$ cat src/common/ex_pkg.sv
package ex_pkg;

    localparam int XLEN        = 32;
    localparam int ISSUE_WIDTH = 3;
    localparam int NUM_FU_ALU  = 3;
    localparam int NUM_FU_MULT = 3;
    localparam int COMP_SLOTS  = NUM_FU_MULT + NUM_FU_ALU; // mult slots first, then alu
    localparam int ROB_TAG_W   = 5;                        // 32-entry rob
    localparam int MULT_STAGES = 4;
    localparam int MULT_SLICE  = 8;                        // multiplier bits per stage

    typedef logic [XLEN-1:0]      xlen_t;
    typedef logic [ROB_TAG_W-1:0] rob_tag_t;

    typedef enum logic {
        UNIT_ALU  = 1'b0,
        UNIT_MULT = 1'b1
    } fu_unit_t;

    typedef enum logic [3:0] {
        ADD = 4'h0,
        SUB = 4'h1,
        AND = 4'h2,
        OR  = 4'h3,
        XOR = 4'h4,
        SLL = 4'h5,
        SRL = 4'h6,
        SLT = 4'h7,  // signed
        BEQ = 4'h8,
        BNE = 4'h9,
        BLT = 4'ha   // signed compare
    } alu_func_t;

    typedef enum logic [3:0] {
        MUL   = 4'h0, // low word
        MULHU = 4'h1  // unsigned high word
    } mult_func_t;

    // one issue field, read by whichever unit takes the lane
    typedef union packed {
        alu_func_t  alu;
        mult_func_t mult;
    } fu_op_u;

endpackage

$ cat src/mult/fu_mult.sv
`timescale 1ns/1ps

module fu_mult (
    input  logic              clock,
    input  logic              reset,
    input  logic              clear_i,
    input  logic              valid_i,
    input  ex_pkg::fu_unit_t  unit_i,
    input  ex_pkg::fu_op_u    op_i,
    input  ex_pkg::xlen_t     opa_i,
    input  ex_pkg::xlen_t     opb_i,
    input  ex_pkg::xlen_t     npc_i,
    input  logic              halt_i,
    input  ex_pkg::rob_tag_t  tag_i,
    input  logic              slot_busy_i,
    output logic              result_valid_o,
    output ex_pkg::rob_tag_t  tag_o,
    output ex_pkg::xlen_t     value_o,
    output ex_pkg::xlen_t     npc_o,
    output logic              halt_o,
    output logic              ready_o
);
    import ex_pkg::*;

    logic accept;
    logic stall;
    logic high;

    // chain taps, index 0 is the issue side
    logic     [MULT_STAGES:0]             valid_c;
    logic     [MULT_STAGES:0]             halt_c;
    logic     [MULT_STAGES:0]             high_c;
    rob_tag_t [MULT_STAGES:0]             tag_c;
    xlen_t    [MULT_STAGES:0]             npc_c;
    xlen_t    [MULT_STAGES:0]             mcand_c;
    xlen_t    [MULT_STAGES:0]             mplier_c;
    logic     [MULT_STAGES:0][2*XLEN-1:0] partial_c;

    assign accept  = valid_i && (unit_i == UNIT_MULT);
    assign high    = (op_i.mult == MULHU);
    assign stall   = valid_c[MULT_STAGES] && slot_busy_i; // freezes every stage
    assign ready_o = !stall;

    assign valid_c[0]   = accept;
    assign halt_c[0]    = halt_i;
    assign high_c[0]    = high;
    assign tag_c[0]     = tag_i;
    assign npc_c[0]     = npc_i;
    assign mcand_c[0]   = opa_i;
    assign mplier_c[0]  = opb_i;
    assign partial_c[0] = '0;

    for (genvar s = 0; s < MULT_STAGES; s++) begin : g_stage
        mult_stage #(
            .STAGE(s)
        ) u_stage (
            .clock     (clock),
            .reset     (reset),
            .clear_i   (clear_i),
            .stall_i   (stall),
            .valid_i   (valid_c[s]),
            .tag_i     (tag_c[s]),
            .npc_i     (npc_c[s]),
            .halt_i    (halt_c[s]),
            .high_i    (high_c[s]),
            .mcand_i   (mcand_c[s]),
            .mplier_i  (mplier_c[s]),
            .partial_i (partial_c[s]),
            .valid_o   (valid_c[s+1]),
            .tag_o     (tag_c[s+1]),
            .npc_o     (npc_c[s+1]),
            .halt_o    (halt_c[s+1]),
            .high_o    (high_c[s+1]),
            .mcand_o   (mcand_c[s+1]),
            .mplier_o  (mplier_c[s+1]),
            .partial_o (partial_c[s+1])
        );
    end

    assign result_valid_o = valid_c[MULT_STAGES];
    assign tag_o          = tag_c[MULT_STAGES];
    assign npc_o          = npc_c[MULT_STAGES];
    assign halt_o         = halt_c[MULT_STAGES];
    assign value_o        = high_c[MULT_STAGES] ? partial_c[MULT_STAGES][2*XLEN-1:XLEN]
                                                : partial_c[MULT_STAGES][XLEN-1:0];

    // a stalled chain cannot take a new multiply at stage 0
    issue_when_ready: assert property (@(posedge clock) disable iff (reset)
        accept |-> ready_o)
        else $error("multiply issued while the stage chain is frozen");

endmodule

$ cat src/mult/mult_stage.sv
`timescale 1ns/1ps

module mult_stage #(
    parameter int STAGE = 0 // slice index, sets where this partial product lands
) (
    input  logic                       clock,
    input  logic                       reset,
    input  logic                       clear_i,
    input  logic                       stall_i,
    input  logic                       valid_i,
    input  ex_pkg::rob_tag_t           tag_i,
    input  ex_pkg::xlen_t              npc_i,
    input  logic                       halt_i,
    input  logic                       high_i,
    input  ex_pkg::xlen_t              mcand_i,
    input  ex_pkg::xlen_t              mplier_i,
    input  logic [2*ex_pkg::XLEN-1:0]  partial_i,
    output logic                       valid_o,
    output ex_pkg::rob_tag_t           tag_o,
    output ex_pkg::xlen_t              npc_o,
    output logic                       halt_o,
    output logic                       high_o,
    output ex_pkg::xlen_t              mcand_o,
    output ex_pkg::xlen_t              mplier_o,
    output logic [2*ex_pkg::XLEN-1:0]  partial_o
);
    import ex_pkg::*;

    logic [2*XLEN-1:0] slice_prod;

    // mcand times the low slice of mplier, shifted into place
    assign slice_prod = ({{XLEN{1'b0}}, mcand_i}
                         * {{(2*XLEN-MULT_SLICE){1'b0}}, mplier_i[MULT_SLICE-1:0]})
                        << (STAGE * MULT_SLICE);

    always_ff @(posedge clock) begin
        if (reset || clear_i) begin
            valid_o <= 1'b0;
        end else if (!stall_i) begin
            valid_o <= valid_i;
        end
    end

    always_ff @(posedge clock) begin
        if (!stall_i) begin
            tag_o     <= tag_i;
            npc_o     <= npc_i;
            halt_o    <= halt_i;
            high_o    <= high_i;
            mcand_o   <= mcand_i;
            mplier_o  <= mplier_i >> MULT_SLICE; // next slice moves down
            partial_o <= partial_i + slice_prod;
        end
    end

endmodule

$ cat config.mk
export PLATFORM = sky130hd
export DESIGN_NAME = fu_mult
export DESIGN_NICKNAME = d
export VERILOG_FILES = /design/src/common/ex_pkg.sv /design/src/mult/fu_mult.sv /design/src/mult/mult_stage.sv
export SDC_FILE = /design/constraint.sdc
export NUM_CORES = 2
export LEC_CHECK = 0
export ABC_AREA = 1
export BUFFER_PORTS_ARGS = -buffer_cell sky130_fd_sc_hd__buf_2
export CORE_UTILIZATION = 30
export CTS_CLUSTER_DIAMETER = 120
export DETAILED_ROUTE_END_ITERATION = 8
export GPL_ROUTABILITY_DRIVEN = 0
export SYNTH_ARGS = -nofsm -noshare
export SYNTH_HDL_FRONTEND = slang
export SYNTH_SLANG_ARGS = --single-unit
$ cat constraint.sdc
create_clock -name clock -period 16.4 [get_ports clock]
set_clock_uncertainty 0.05 [all_clocks]
set_input_delay 1.64 -clock clock [delete_from_list [all_inputs] [get_ports clock]]
set_output_delay 1.64 -clock clock [all_outputs]
set_load 0.01 [all_outputs]
==> impl_metrics.json <==
{
  "cts_tree": "built",
  "die-area_um2": 191000,
  "synth-edff-count": 510,
  "final_cell_mix": "nand2_1, inv_1, fa_1",
  "path_class": "reg2reg",
  "clk_latency_ps": 690,
  "vias": 43500,
  "wl_per_cell_um": 17.1,
  "r2r_slack_ps": 9410,
  "antenna_found_initial": 5,
  "overflow": 0,
  "cts.clk_slew.worst_paths_ps": 60,
  "ys_types": 51,
  "syn-num-nets": 7925,
  "highest_layer": "met4",
  "ctsRootBufferMaster": "clkbuf_16",
  "max_slew.worst_pin.slew_ps": 1000,
  "synth-main-ff-cell": "edfxtp_1",
  "reg2reg_depth": 27,
  "wl_met3_um": 9870,
  "crit_required_ps": 16790,
  "remaining_drc_errors": 12,
  "grt_pass1_wl_um": 251000,
  "core_um2": 188000,
  "endpoint_kind": "register",
  "start_util_pct": 30.2,
  "num_rows": 159,
  "numCtsBuffers": 58,
  "grt_pass1_vias": 44800,
  "htree_levels": 2,
  "max_freq_mhz": 143,
  "r2r-end": "g_stage[2].u_stage.partial_o[53]",
  "max_cap_viol_count": 0,
  "dp_cells": 9219,
  "setup_ws_ps": 9410,
  "portBuffers": 183,
  "cts_resized": 0,
  "instances_no_fill": 9343,
  "max_slew_margin_pct": 33.3,
  "layout.nets": 7973,
  "syn-cell-area_um2": 56700,
  "min_to": "g_stage[1].u_stage.partial_o[1]",
  "cts_sinks": 514,
  "fin_crit_ps": 6990,
  "drtIter0Drc": 3645,
  "wirelength_um": 160000,
  "yosysSeqAreaShare_pct": 27.1,
  "cts_setup_buffers": 0,
  "drive_above_1_share_pct": 6.22,
  "rsz0062_at_grt": "false",
  "hold_depth": 0,
  "setup_viol": 0,
  "drt-pass1-iter-count": 8,
  "grt_max_degree": 81,
  "io_pins": 184,
  "m1WireLength_um": 67200,
  "hold_path.class": "reg2reg",
  "wl_met2_um": 76000,
  "hp-start": "g_stage[0].u_stage.partial_o[1]",
  "final_common_cell": "nand2_1",
  "synth_area_per_cell_um2": 8.42,
  "ys_ff_latch": 514,
  "crit_arrival_ps": 7390,
  "routed_via_density": 4.66,
  "maxSlewViolCount": 0,
  "tns_ps": 0,
  "run_status": "finished, violations left",
  "fin_crit_sh_pct": 42.7,
  "hold_viol_final": 0,
  "ant_nets": 0,
  "synth_warnings": 0,
  "synthCells": 6736,
  "cts_max_path_buffers": 3,
  "start_kind": "register",
  "track_usage_pct": 16.6,
  "async_flop_share_pct": 0,
  "dp_slack_ps": 9540,
  "worstPathMaxFanout": 32,
  "r2r-start": "g_stage[1].u_stage.mplier_o[3]",
  "area_growth_pct": 9.40,
  "die_h_um": 437,
  "dp_hpwl_um": 129000,
  "violations": "design-rule violations",
  "die_x_um": 437,
  "cts_hold_buffers": 0
}
per-layer routing:
layer  up-vias  GRT usage (%)
met2      1509           28.0
met3       286           1.84
met1     21300           21.7
li1      20400              -
met4         0           6.76
met5         -              0
sequential cells by signal, summed over array words and instances, names as in the netlist:
name                       flops
g_stage.u_stage.halt_o         4
g_stage.u_stage.high_o         4
g_stage.u_stage.mcand_o       96
g_stage.u_stage.mplier_o      48
g_stage.u_stage.npc_o        128
g_stage.u_stage.partial_o    210
g_stage.u_stage.tag_o         20
g_stage.u_stage.valid_o        4
synth_stat cells (4+ instances only):
master	instances	area, um^2
inv_1	1687	6330
nand4_1	28	175
o211ai_1	4	30.0
xor2_1	137	1200
nand3_2	10	100
a21boi_1	4	30.0
nand2_1	1791	6720
nor3_1	21	105
a21oi_1	298	1490
clkbuf_2	80	400
dfxtp_1	4	80.1
a21o_1	27	203
o21bai_1	20	150
o21ai_1	19	95.1
a31oi_1	41	257
and3_1	7	43.8
nand3_1	116	581
nor4_1	7	43.8
o21a_1	18	135
ha_1	354	4430
nand2_2	38	238
o21ai_0	146	731
fa_1	723	14500
nor2_1	312	1170
xnor2_1	88	771
nor2_2	15	93.8
a21oi_2	5	43.8
inv_2	6	22.5
edfxtp_1	510	15300
a21boi_0	6	45.0
mux2_2	32	360
clkbuf_1	145	544
cell families after synthesis:
logic type / after synthesis / share of synthesized area (%)
and+or+nand+nor: 2361 / 16.6
buffers and inverters: 1921 / 12.9
adders and majority gates: 1077 / 33.3
AOI/OAI and AO/OA: 606 / 5.93
DFF: 514 / 27.1
xor gates and xnor gates: 225 / 3.47
muxes: 32 / 0.635
final cells by class:
class                   instances  area, um^2
inverters                    1693        6350
well taps                    2495        3120
flip-flops and latches        514       15400
clock buffers                  63        1470
diodes                         16        40.0
clock inverters                45         483
repair buffers                216        1160
fillers                     19500      126000
multi-input cells            4301       34000
through the flow:
stage                     area, um^2  utilization (%)  hold slack (ps)
final                          62000             33.0              344
after detailed placement       60100             32.0              355
after global routing           62000             33.0              345
after global placement         60100             32.0              350
after CTS                      62000             33.0              334
after floorplan                56700                -              350
how the worst max path moves through the flow:
stage / startpoint / endpoint / cells after the start
finish: g_stage[1].u_stage.mplier_o[3] / g_stage[2].u_stage.partial_o[53] / 27
global route: g_stage[1].u_stage.mplier_o[3] / g_stage[2].u_stage.partial_o[54] / 30
CTS: g_stage[1].u_stage.mplier_o[3] / g_stage[2].u_stage.partial_o[53] / 27
detailed placement: g_stage[1].u_stage.mplier_o[3] / g_stage[2].u_stage.partial_o[53] / 27
global placement: g_stage[1].u_stage.mplier_o[3] / g_stage[2].u_stage.partial_o[53] / 27
floorplan: slot_busy_i / ready_o / 1
worst max-delay path, stage by stage (launching register included):
cell	delay [ps]
edfxtp_1	340
buf_4	420
nand2_1	100
inv_1	90
fa_1	440
fa_1	500
fa_1	490
inv_1	50
fa_1	470
inv_1	40
ha_1	370
nand2_1	160
nor2_1	300
nand2_1	130
nor3_1	260
a21oi_1	190
o21ai_0	290
a21oi_1	130
xnor2_1	160
ha_1	390
nand2_1	100
nor2_1	150
inv_1	90
nor4_1	430
o21ai_0	190
nand3_1	170
nand2_1	80
xor2_1	130
Power is left out: the tool's default activity adds up to more than one toggle a clock period on the data nets, which glitch-free logic cannot reach.
